`config.mk`:
```
export PLATFORM = sky130hd
export DESIGN_NAME = board_top
export DESIGN_NICKNAME = d
export VERILOG_FILES = /design/src/rtl/board_cfg_pkg.sv /design/src/rtl/player_io_pkg.sv /design/src/rtl/board_ctrl_if.sv /design/src/rtl/dip_decode.sv /design/src/rtl/game_reset_gen.sv /design/src/rtl/player_inputs.sv /design/src/rtl/board_top.sv
export SDC_FILE = /design/constraint.sdc
export NUM_CORES = 1
export LEC_CHECK = 0
export BUFFER_PORTS_ARGS = -buffer_cell sky130_fd_sc_hd__buf_2
export CAP_MARGIN = 20
export CORE_MARGIN = 10
export CORE_UTILIZATION = 39
export CTS_CLUSTER_DIAMETER = 120
export DETAILED_ROUTE_END_ITERATION = 10
export PLACE_DENSITY_LB_ADDON = 0.08
export RECOVER_POWER = 50
export SLEW_MARGIN = 20
export SYNTH_ARGS = -nofsm -noshare
export SYNTH_HDL_FRONTEND = slang
export SYNTH_HIERARCHICAL = 1
export SYNTH_SLANG_ARGS = --single-unit
```
`constraint.sdc`:
```
create_clock -name clk_sys -period 3.2 [get_ports clk_sys]
set_clock_uncertainty 0.1 [all_clocks]
set_input_delay 0.32 -clock clk_sys [delete_from_list [all_inputs] [get_ports clk_sys]]
set_output_delay 0.32 -clock clk_sys [all_outputs]
set_load 0.03 [all_outputs]
```
`src/rtl/board_cfg_pkg.sv`:
```
`default_nettype none

package board_cfg_pkg;

    // status word from the OSD menu
    localparam int STATUS_W   = 32;
    localparam int CORE_MOD_W = 7;

    // single-bit settings inside status
    localparam int ST_ROT_CTRL  = 2;  // rotate controls with the screen
    localparam int ST_NO_ROTATE = 3;
    localparam int ST_FLIP      = 4;
    localparam int ST_TEST      = 5;
    localparam int ST_NO_FM     = 6;
    localparam int ST_NO_PSG    = 7;

    localparam int ST_FXLEVEL_LSB = 8; // 2-bit field

    // core_mod bits
    localparam int CORE_VERTICAL = 0;

    // game reset stretch
    localparam int                    RST_CNT_W     = 8;
    localparam logic [RST_CNT_W-1:0]  GAME_RST_HOLD = 8'd255;

endpackage

`default_nettype wire

```
`src/rtl/player_io_pkg.sv`:
```
`default_nettype none

package player_io_pkg;

    localparam int BOARD_JOY_W = 16; // raw word from the board
    localparam int GAME_JOY_W  = 10; // what the game core sees
    localparam int PLAYERS     = 4;
    localparam int GFX_LAYERS  = 4;

    // game side expects low-true controls
    localparam logic ACTIVE_LOW_INPUTS = 1'b1;

    typedef logic [GAME_JOY_W-1:0] game_joy_t;
    typedef logic [PLAYERS-1:0]    player_bits_t; // bit n is player n+1

    // direction bits in a joystick word
    localparam int DIR_RIGHT = 0;
    localparam int DIR_LEFT  = 1;
    localparam int DIR_DOWN  = 2;
    localparam int DIR_UP    = 3;

endpackage

`default_nettype wire

```
`src/rtl/board_ctrl_if.sv`:
```
`timescale 1ns/1ps
`default_nettype none

interface board_ctrl_if (
    input logic clk_sys
);

    logic rot_control; // controls follow the rotated screen
    logic dip_flip;    // screen flip level from the OSD
    logic game_pause;  // toggled by key or button
    logic soft_rst;    // one-cycle pulse

    // settings decoder
    modport cfg (
        output rot_control,
        output dip_flip,
        input  game_pause
    );

    modport inputs (
        output game_pause,
        output soft_rst,
        input  rot_control
    );

    modport rst_gen (
        input soft_rst,
        input dip_flip
    );

endinterface

`default_nettype wire

```
`src/rtl/dip_decode.sv`:
```
`timescale 1ns/1ps
`default_nettype none

module dip_decode (
    input  logic                                 clk_sys,
    input  logic                                 rst,
    input  logic [board_cfg_pkg::STATUS_W-1:0]   status,
    input  logic [board_cfg_pkg::CORE_MOD_W-1:0] core_mod,
    board_ctrl_if.cfg                            ctrl,
    output logic [1:0]                           rotate,
    output logic                                 dip_test,
    output logic                                 dip_pause,
    output logic                                 enable_fm,
    output logic                                 enable_psg,
    output logic [1:0]                           dip_fxlevel
);
    import board_cfg_pkg::*;

    logic vertical;
    logic flip;

    assign vertical = core_mod[CORE_VERTICAL];
    assign flip     = status[ST_FLIP];

    always_ff @(posedge clk_sys) begin
        if (rst) begin
            ctrl.rot_control <= 1'b0;
            ctrl.dip_flip    <= 1'b0;
            rotate           <= 2'b00;
            dip_test         <= 1'b1;  // low means test mode
            dip_pause        <= 1'b1;  // low means paused
            enable_fm        <= 1'b1;
            enable_psg       <= 1'b1;
            dip_fxlevel      <= 2'b00;
        end else begin
            // only a vertical game may rotate its controls
            ctrl.rot_control <= vertical & status[ST_ROT_CTRL];
            ctrl.dip_flip    <= flip;

            rotate[0] <= vertical & ~status[ST_NO_ROTATE];
            rotate[1] <= flip;

            dip_test    <= ~status[ST_TEST];
            dip_pause   <= ~ctrl.game_pause;
            enable_fm   <= ~status[ST_NO_FM];   // status bit set mutes the chip
            enable_psg  <= ~status[ST_NO_PSG];
            dip_fxlevel <= status[ST_FXLEVEL_LSB +: 2];
        end
    end

endmodule

`default_nettype wire

```
`src/rtl/game_reset_gen.sv`:
```
`timescale 1ns/1ps
`default_nettype none

module game_reset_gen (
    input  logic         clk_sys,
    input  logic         rst,
    input  logic         rst_req,
    input  logic         downloading,
    board_ctrl_if.rst_gen ctrl,
    output logic         game_rst
);
    import board_cfg_pkg::*;

    logic                 last_flip;
    logic                 flip_change;
    logic                 cause;
    logic [RST_CNT_W-1:0] hold_cnt;

    assign flip_change = last_flip != ctrl.dip_flip;

    // any of these restarts the hold time
    assign cause = rst | rst_req | downloading | ctrl.soft_rst | flip_change;

    always_ff @(posedge clk_sys) begin
        last_flip <= ctrl.dip_flip; // plain delay for edge compare
    end

    always_ff @(posedge clk_sys) begin
        if (cause) begin
            hold_cnt <= '0;
            game_rst <= 1'b1;
        end else if (hold_cnt != GAME_RST_HOLD) begin
            hold_cnt <= hold_cnt + 1'b1;
            game_rst <= 1'b1;
        end else begin
            game_rst <= 1'b0; // counter parks at the limit
        end
    end

endmodule

`default_nettype wire

```
`src/rtl/player_inputs.sv`:
```
`timescale 1ns/1ps
`default_nettype none

module player_inputs #(
    parameter int BUTTONS = 2
) (
    input  logic                                clk_sys,
    input  logic                                rst,
    input  logic [player_io_pkg::BOARD_JOY_W-1:0] board_joystick1,
    input  logic [player_io_pkg::BOARD_JOY_W-1:0] board_joystick2,
    input  logic [player_io_pkg::BOARD_JOY_W-1:0] board_joystick3,
    input  logic [player_io_pkg::BOARD_JOY_W-1:0] board_joystick4,
    input  player_io_pkg::game_joy_t            key_joy1,
    input  player_io_pkg::game_joy_t            key_joy2,
    input  player_io_pkg::game_joy_t            key_joy3,
    input  player_io_pkg::player_bits_t         key_start,
    input  player_io_pkg::player_bits_t         key_coin,
    input  player_io_pkg::player_bits_t         key_gfx,
    input  logic                                key_reset,
    input  logic                                key_pause,
    input  logic                                key_service,
    board_ctrl_if.inputs                        ctrl,
    output player_io_pkg::game_joy_t            game_joystick1,
    output player_io_pkg::game_joy_t            game_joystick2,
    output player_io_pkg::game_joy_t            game_joystick3,
    output player_io_pkg::game_joy_t            game_joystick4,
    output player_io_pkg::player_bits_t         game_coin,
    output player_io_pkg::player_bits_t         game_start,
    output logic                                game_service,
    output logic [player_io_pkg::GFX_LAYERS-1:0] gfx_en
);
    import player_io_pkg::*;

    // coin, start and pause sit right above the fire buttons
    localparam int START_BIT = 6 + BUTTONS - 2;
    localparam int COIN_BIT  = 7 + BUTTONS - 2;
    localparam int PAUSE_BIT = 8 + BUTTONS - 2;

    logic [BOARD_JOY_W-1:0] joy_s [PLAYERS];
    game_joy_t              key_joy_s [PLAYERS-1]; // player 4 has no keys
    game_joy_t              merged [PLAYERS];
    game_joy_t              game_joy [PLAYERS];
    player_bits_t           key_start_s;
    player_bits_t           key_coin_s;
    player_bits_t           key_gfx_s;
    player_bits_t           last_gfx;
    player_bits_t           coin_raw;
    player_bits_t           start_raw;
    logic                   key_reset_s;
    logic                   key_pause_s;
    logic                   key_service_s;
    logic                   last_reset;
    logic                   last_pause;
    logic                   last_joypause;
    logic                   joy_pause;

    // quarter turn for vertical games, buttons untouched
    function automatic game_joy_t rotate_joy(input game_joy_t joy, input logic rot);
        game_joy_t rot_joy;
        rot_joy = joy;
        if (rot) begin
            rot_joy[DIR_RIGHT] = joy[DIR_DOWN];
            rot_joy[DIR_LEFT]  = joy[DIR_UP];
            rot_joy[DIR_DOWN]  = joy[DIR_LEFT];
            rot_joy[DIR_UP]    = joy[DIR_RIGHT];
        end
        return rot_joy;
    endfunction

    always_ff @(posedge clk_sys) begin
        joy_s[0]      <= board_joystick1;
        joy_s[1]      <= board_joystick2;
        joy_s[2]      <= board_joystick3;
        joy_s[3]      <= board_joystick4;
        key_joy_s[0]  <= key_joy1;
        key_joy_s[1]  <= key_joy2;
        key_joy_s[2]  <= key_joy3;
        key_start_s   <= key_start;
        key_coin_s    <= key_coin;
        key_gfx_s     <= key_gfx;
        key_reset_s   <= key_reset;
        key_pause_s   <= key_pause;
        key_service_s <= key_service;
    end

    always_comb begin
        for (int p = 0; p < PLAYERS; p++) begin
            merged[p]    = joy_s[p][GAME_JOY_W-1:0];
            coin_raw[p]  = joy_s[p][COIN_BIT];
            start_raw[p] = joy_s[p][START_BIT];
        end
        for (int p = 0; p < PLAYERS-1; p++) begin
            merged[p] = merged[p] | key_joy_s[p];
        end
    end

    assign joy_pause = joy_s[0][PAUSE_BIT] | joy_s[1][PAUSE_BIT];

    always_ff @(posedge clk_sys) begin
        if (rst) begin
            for (int p = 0; p < PLAYERS; p++) begin
                game_joy[p] <= {GAME_JOY_W{ACTIVE_LOW_INPUTS}};
            end
            game_coin       <= {PLAYERS{ACTIVE_LOW_INPUTS}};
            game_start      <= {PLAYERS{ACTIVE_LOW_INPUTS}};
            game_service    <= ACTIVE_LOW_INPUTS;
            ctrl.game_pause <= 1'b0;
            ctrl.soft_rst   <= 1'b0;
            gfx_en          <= '1;    // all layers visible
            last_reset      <= 1'b0;
            last_pause      <= 1'b0;
            last_joypause   <= 1'b0;
            last_gfx        <= '0;
        end else begin
            last_reset    <= key_reset_s;
            last_pause    <= key_pause_s;
            last_joypause <= joy_pause;
            last_gfx      <= key_gfx_s;

            for (int p = 0; p < PLAYERS; p++) begin
                game_joy[p] <= {GAME_JOY_W{ACTIVE_LOW_INPUTS}}
                             ^ rotate_joy(merged[p], ctrl.rot_control);
            end
            game_coin    <= {PLAYERS{ACTIVE_LOW_INPUTS}} ^ (coin_raw | key_coin_s);
            game_start   <= {PLAYERS{ACTIVE_LOW_INPUTS}} ^ (start_raw | key_start_s);
            game_service <= key_service_s ^ ACTIVE_LOW_INPUTS;

            ctrl.soft_rst <= key_reset_s & ~last_reset;

            // either source flips pause, holding does nothing
            if ((key_pause_s & ~last_pause) | (joy_pause & ~last_joypause)) begin
                ctrl.game_pause <= ~ctrl.game_pause;
            end
            for (int n = 0; n < GFX_LAYERS; n++) begin
                if (key_gfx_s[n] & ~last_gfx[n]) begin
                    gfx_en[n] <= ~gfx_en[n];
                end
            end
        end
    end

    assign game_joystick1 = game_joy[0];
    assign game_joystick2 = game_joy[1];
    assign game_joystick3 = game_joy[2];
    assign game_joystick4 = game_joy[3];

endmodule

`default_nettype wire

```
`src/rtl/board_top.sv`:
```
`timescale 1ns/1ps
`default_nettype none

module board_top #(
    parameter int BUTTONS = 2
) (
    input  logic                                  clk_sys,
    input  logic                                  rst,
    input  logic                                  rst_req,
    input  logic                                  downloading,
    input  logic [board_cfg_pkg::STATUS_W-1:0]    status,
    input  logic [board_cfg_pkg::CORE_MOD_W-1:0]  core_mod,
    input  logic [player_io_pkg::BOARD_JOY_W-1:0] board_joystick1,
    input  logic [player_io_pkg::BOARD_JOY_W-1:0] board_joystick2,
    input  logic [player_io_pkg::BOARD_JOY_W-1:0] board_joystick3,
    input  logic [player_io_pkg::BOARD_JOY_W-1:0] board_joystick4,
    input  player_io_pkg::game_joy_t              key_joy1,
    input  player_io_pkg::game_joy_t              key_joy2,
    input  player_io_pkg::game_joy_t              key_joy3,
    input  player_io_pkg::player_bits_t           key_start,
    input  player_io_pkg::player_bits_t           key_coin,
    input  player_io_pkg::player_bits_t           key_gfx,
    input  logic                                  key_reset,
    input  logic                                  key_pause,
    input  logic                                  key_service,
    output logic                                  game_rst,
    output logic [1:0]                            rotate,
    output logic                                  dip_test,
    output logic                                  dip_pause,
    output logic                                  enable_fm,
    output logic                                  enable_psg,
    output logic [1:0]                            dip_fxlevel,
    output player_io_pkg::game_joy_t              game_joystick1,
    output player_io_pkg::game_joy_t              game_joystick2,
    output player_io_pkg::game_joy_t              game_joystick3,
    output player_io_pkg::game_joy_t              game_joystick4,
    output player_io_pkg::player_bits_t           game_coin,
    output player_io_pkg::player_bits_t           game_start,
    output logic                                  game_service,
    output logic [player_io_pkg::GFX_LAYERS-1:0]  gfx_en
);

    board_ctrl_if i_ctrl (
        .clk_sys (clk_sys)
    );

    dip_decode i_dip_decode (
        .clk_sys     (clk_sys),
        .rst         (rst),
        .status      (status),
        .core_mod    (core_mod),
        .ctrl        (i_ctrl.cfg),
        .rotate      (rotate),
        .dip_test    (dip_test),
        .dip_pause   (dip_pause),
        .enable_fm   (enable_fm),
        .enable_psg  (enable_psg),
        .dip_fxlevel (dip_fxlevel)
    );

    game_reset_gen i_game_reset_gen (
        .clk_sys     (clk_sys),
        .rst         (rst),
        .rst_req     (rst_req),
        .downloading (downloading),
        .ctrl        (i_ctrl.rst_gen),
        .game_rst    (game_rst)
    );

    player_inputs #(
        .BUTTONS (BUTTONS)
    ) i_player_inputs (
        .clk_sys         (clk_sys),
        .rst             (rst),
        .board_joystick1 (board_joystick1),
        .board_joystick2 (board_joystick2),
        .board_joystick3 (board_joystick3),
        .board_joystick4 (board_joystick4),
        .key_joy1        (key_joy1),
        .key_joy2        (key_joy2),
        .key_joy3        (key_joy3),
        .key_start       (key_start),
        .key_coin        (key_coin),
        .key_gfx         (key_gfx),
        .key_reset       (key_reset),
        .key_pause       (key_pause),
        .key_service     (key_service),
        .ctrl            (i_ctrl.inputs),
        .game_joystick1  (game_joystick1),
        .game_joystick2  (game_joystick2),
        .game_joystick3  (game_joystick3),
        .game_joystick4  (game_joystick4),
        .game_coin       (game_coin),
        .game_start      (game_start),
        .game_service    (game_service),
        .gfx_en          (gfx_en)
    );

endmodule

`default_nettype wire

```
Word level (Yosys, flattened, before mapping). Memory sizes are Yosys's and may differ from the RTL's. Cells that the tools add are included.

Add/sub/neg operators: 1. Equal/unequal tests: 2. Mux-type cells: 16. Bitwise operators: 47.

Operators by type and width (number): $mux 10 (4); $not 10->10 (4); $mux 4 (8); $or 10x10->10 (3); $not 1->1 (17); $or 1x1->1 (10); $and 1x1->1 (9); $add 8x1->8 const B (1); $ne 8x8->1 const B (1); $not 4->4 (2); $or 4x4->4 (2); $mux 1 (4); $ne 1x1->1 (1).

Register bits: 57. Bits in writable memories: 134. Output and inout port bits: 62. Memories: 3.

Memory list: i_player_inputs.joy_s (depth 4, width 16, rd ports 4, clocked after memory_dff 0, wr ports 4, line player_inputs.sv:39) `logic [BOARD_JOY_W-1:0] joy_s [PLAYERS];`; i_player_inputs.game_joy (depth 4, width 10, rd ports 4, clocked after memory_dff 0, wr ports 4, line player_inputs.sv:42) `game_joy_t game_joy [PLAYERS];`; i_player_inputs.key_joy_s (depth 3, width 10, rd ports 3, clocked after memory_dff 0, wr ports 3, line player_inputs.sv:40) `game_joy_t key_joy_s [PLAYERS-1];`.

Longest topological paths before layout.
Depth after elaboration: 5. Gate-level depth with buffers: 4. Gate-level depth less buffers: 4.

Hierarchy. Netlist, hierarchy kept.

By module, submodules not included: player_inputs (times used 1, cells an instance 259, area an instance 3686.0 µm², seq. area each 2942.8 µm²); game_reset_gen (times used 1, cells an instance 55, area an instance 506.7 µm², seq. area each 200.2 µm²); dip_decode (times used 1, cells an instance 19, area an instance 247.7 µm², seq. area each 180.2 µm²).

Worst setup path after synthesis. No wires, ideal clock.

Kind: reg2reg. From: reg i_game_reset_gen.hold_cnt[0]. To: reg i_game_reset_gen.hold_cnt[5]. Arrival: 1.232 ns. Path slack: 1.796 ns. Cell stages (with the launch flop): 5. Period minus slack after synthesis: 1.404 ns. Cells stage by stage: dfxtp_1 ha_1 and3_1 a211oi_1 mux2i_1.

Cells in the longest elaborated chain, start to end: 1. Elaborated cells on any way between the ends: 2. Those cells by class: add/sub: 1; eq/ne: 1.

RTL lines: start, declared (line game_reset_gen.sv:17) `logic [RST_CNT_W-1:0] hold_cnt;`; start signal, assigned (line game_reset_gen.sv:33) `hold_cnt <= hold_cnt + 1'b1;`; $add 8x1->8 / $ne 8x8->1 (equally long branches) (line game_reset_gen.sv:33, game_reset_gen.sv:32).

Parallel ways exist; a longest one is shown, timed or not. A chain may end at the register's enable or synchronous reset.

Worst setup path after layout.
From: in rst. To: reg i_dip_decode.ctrl.rot_control.

RTL lines: start, declared (line board_top.sv:8) `input logic rst,`; end signal, assigned (line dip_decode.sv:37) `ctrl.rot_control <= vertical & status[ST_ROT_CTRL];`; end, declared (line board_ctrl_if.sv:15) `output rot_control,`.

No word-level cell between the ends.

==> run metrics <==
status finished, violations left; violations in the final reports capacitance limit; startpoint of the tightest hold check path status[4]; hold violation total from the final report 0; maximum clock frequency 522 MHz; # resized after CTS 0; transition time at the pin with the least slew margin 1.49 ns; number of H-tree branching levels 4; deepest clock path buffer count 2; Nets 744; count of TritonRoute iterations in the first routing pass 4; proportion of netlist area held by the largest area contributor 0.748; area of the core 11000 sq um; wire length of the first global-routing pass 16.7 mm; count of unique library cells instantiated by Yosys 39; worst hold slack 0.0286 ns; clock-pin slew reported for the worst setup and hold paths after clock tree synthesis 0.06 ns; crit share post-route 0.599; class of the most critical setup path input port to flop; max-cap violation count 1; leakage power summed over all cells 0.00300 uW; leading register cell type out of synthesis sky130_fd_sc_hd__dfxtp_1; number of synthesized flops with an enable pin 0; width of the die 127 um; total routed wirelength 10.3 mm; Critical Path Max Stage Delay 1.06 ns; Hold Path Stages 2; global routing usage summed across all routing layers 0.131; fraction of synthesis flops using an asynchronous set or reset pin 0; average vias per placed instance 4.25; FF/Latch Area 3320 sq um; CTS sink count 166; Final GP Congestion 0.701; layout cells sized above 1 0.320; RR Startpoint i_dip_decode/ctrl.rot_control; critical path endpoint category flop; cells after synthesis 333; top post-synthesis cells by area sky130_fd_sc_hd__dfxtp_1, sky130_fd_sc_hd__o21bai_1, sky130_fd_sc_hd__nand2b_1; area of the multi-input gates 1030 sq um; filler cell count 895; pin count of the biggest net entering global routing 40; netlist area before placement 4440 sq um; dpl hpwl 6.69 mm; number of diodes added for antenna fixing 0; Clk Tree Root Cell sky130_fd_sc_hd__clkbuf_16; vias in the first global route 3342; sequential element share of the synthesized area 0.748; startpoint of the most critical setup path rst; number of slew-limit violations in the final report 0; number of synthesized register bits 166; Post-Route Setup TNS 0 ns; Commonest cells post-synth sky130_fd_sc_hd__dfxtp_1, sky130_fd_sc_hd__o21bai_1, sky130_fd_sc_hd__nand2b_1; Max FO, Critical Path 39; largest area contributor in the netlist sky130_fd_sc_hd__dfxtp_1; routed length per instance 13.9 um; Post-DRT Antenna Nets 0; post-synthesis to final-layout area growth 53.6%; Arr. time, crit path 2.12 ns; worst-skew pair later-pin latency 0.42 ns; worst voltage drop across the vdd grid 0.449 mV; number of rows in the core area 38; initial cell density of the core 0.404; pwr/cell area 674 nW/um^2; Setup Buffers After CTS 0; Min Clock Period, post-route 1.92 ns; number of synthesis warnings 6; Slowest-stage cell, CP sky130_fd_sc_hd__clkbuf_1; CP Data Required Time 3.41 ns; element type at the critical path start input port; antenna violations before repair 0; number of CTS-inserted buffers 17; port buffer count 159; DRC violation total after the first TritonRoute iteration 145; via count 3158; Synthesized Nets 486; DR DRC count 0; headroom to the max-slew limit 0.00348; count of cells along the worst register-to-register path 2; unrepaired setup endpoints after global routing false; Die Y 127 um; final setup violation count 0; area enclosed by the die boundary 16100 sq um; I/O pin count 214; average cell area after synthesis 13.3 sq um; CTS tree yes; global route total overflow 0; most frequent cell after synthesis sky130_fd_sc_hd__dfxtp_1; CP Cell Sequence clkbuf_1 -> buf_4 -> and3b_1; number of buffers inserted by hold repair at cts 90; classification of the worst-slack hold path input port to flop
-- registers in the layout (all words and copies together) (netlist names), 8 cells and up --
name	flops
i_player_inputs/game_joy	40
i_player_inputs/joy_s	40
i_player_inputs/key_joy_s	30
i_game_reset_gen/hold_cnt	8
-- worst max-delay path: cells and delay by family --
family / cells / cell delay (ns)
buf+inv: 2 / 1.56
simple gates: 1 / 0.22
-- path summary, 6_finish.rpt --
path | end | slack, ns
max | i_dip_decode/ctrl.rot_control | 1.28
min reg2reg | i_player_inputs/game_service | 0.27
max reg2reg | i_player_inputs/game_joy[1][2] | 1.64
min | i_dip_decode/ctrl.dip_flip | 0.03
-- per-stage QoR --
step	std cells	total power (uW)	util	setup WS, ns	cell area (sq um)
floorplan	333	2450	-	1.80	4440
global placement	622	2580	0.486	1.45	5340
detailed placement	622	2580	0.486	1.43	5340
CTS	743	4650	0.621	1.62	6820
global route	743	4790	0.621	1.07	6820
finish	743	4600	0.621	1.28	6820
-- where the power goes --
| group | internal, uW | switching, uW |
|---|---|---|
| Combinational | 194 | 204 |
| Clock | 1190 | 786 |
| Sequential | 2190 | 40.6 |
| Total | 3570 | 1030 |
-- cell usage in the layout, fill, tap and decap left out, types with 8 or more instances in the layout --
master                          instances
sky130_fd_sc_hd__dfxtp_1              166
sky130_fd_sc_hd__buf_2                157
sky130_fd_sc_hd__dlygate4sd3_1         90
sky130_fd_sc_hd__o21bai_1              26
sky130_fd_sc_hd__nand2b_1              21
sky130_fd_sc_hd__clkbuf_16             17
sky130_fd_sc_hd__o21ai_0               14
sky130_fd_sc_hd__nor2b_1               12
sky130_fd_sc_hd__nor3_1                10
sky130_fd_sc_hd__nor2_1                10
sky130_fd_sc_hd__nand3_1                8
-- final cells by class --
| cell class | count | share of cell area |
|---|---|---|
| clock buffer | 20 | 0.0669 |
| clock inverter | 11 | 0.0182 |
| timing repair buffer | 250 | 0.250 |
| multi-input combinational | 153 | 0.151 |
| sequential | 166 | 0.487 |
| tap | 140 | 0.0257 |
| inverter | 3 | 0.00165 |
-- cell families (layout without fill, tap and decap cells) --
| group | count (synthesis) | in the layout | share of synthesized area |
|---|---|---|---|
| fa+ha+maj | 1 | 1 | 0.00282 |
| flops | 166 | 166 | 0.748 |
| compound gates | 54 | 54 | 0.0826 |
| mux | 8 | 8 | 0.0183 |
| xor+xnor | 5 | 5 | 0.0116 |
| buf+inv | 14 | 284 | 0.0200 |
| simple gates | 85 | 85 | 0.116 |
-- layer usage --
metal  vias up  share of wire  track usage
li1       1630              -            -
met1      1396           0.43        0.144
met2       122           0.46        0.202
met3        10          0.099       0.0733
met4         0          0.011       0.0643
met5         -              0            0
No activity file was read; power rests on OpenSTA's default activity.
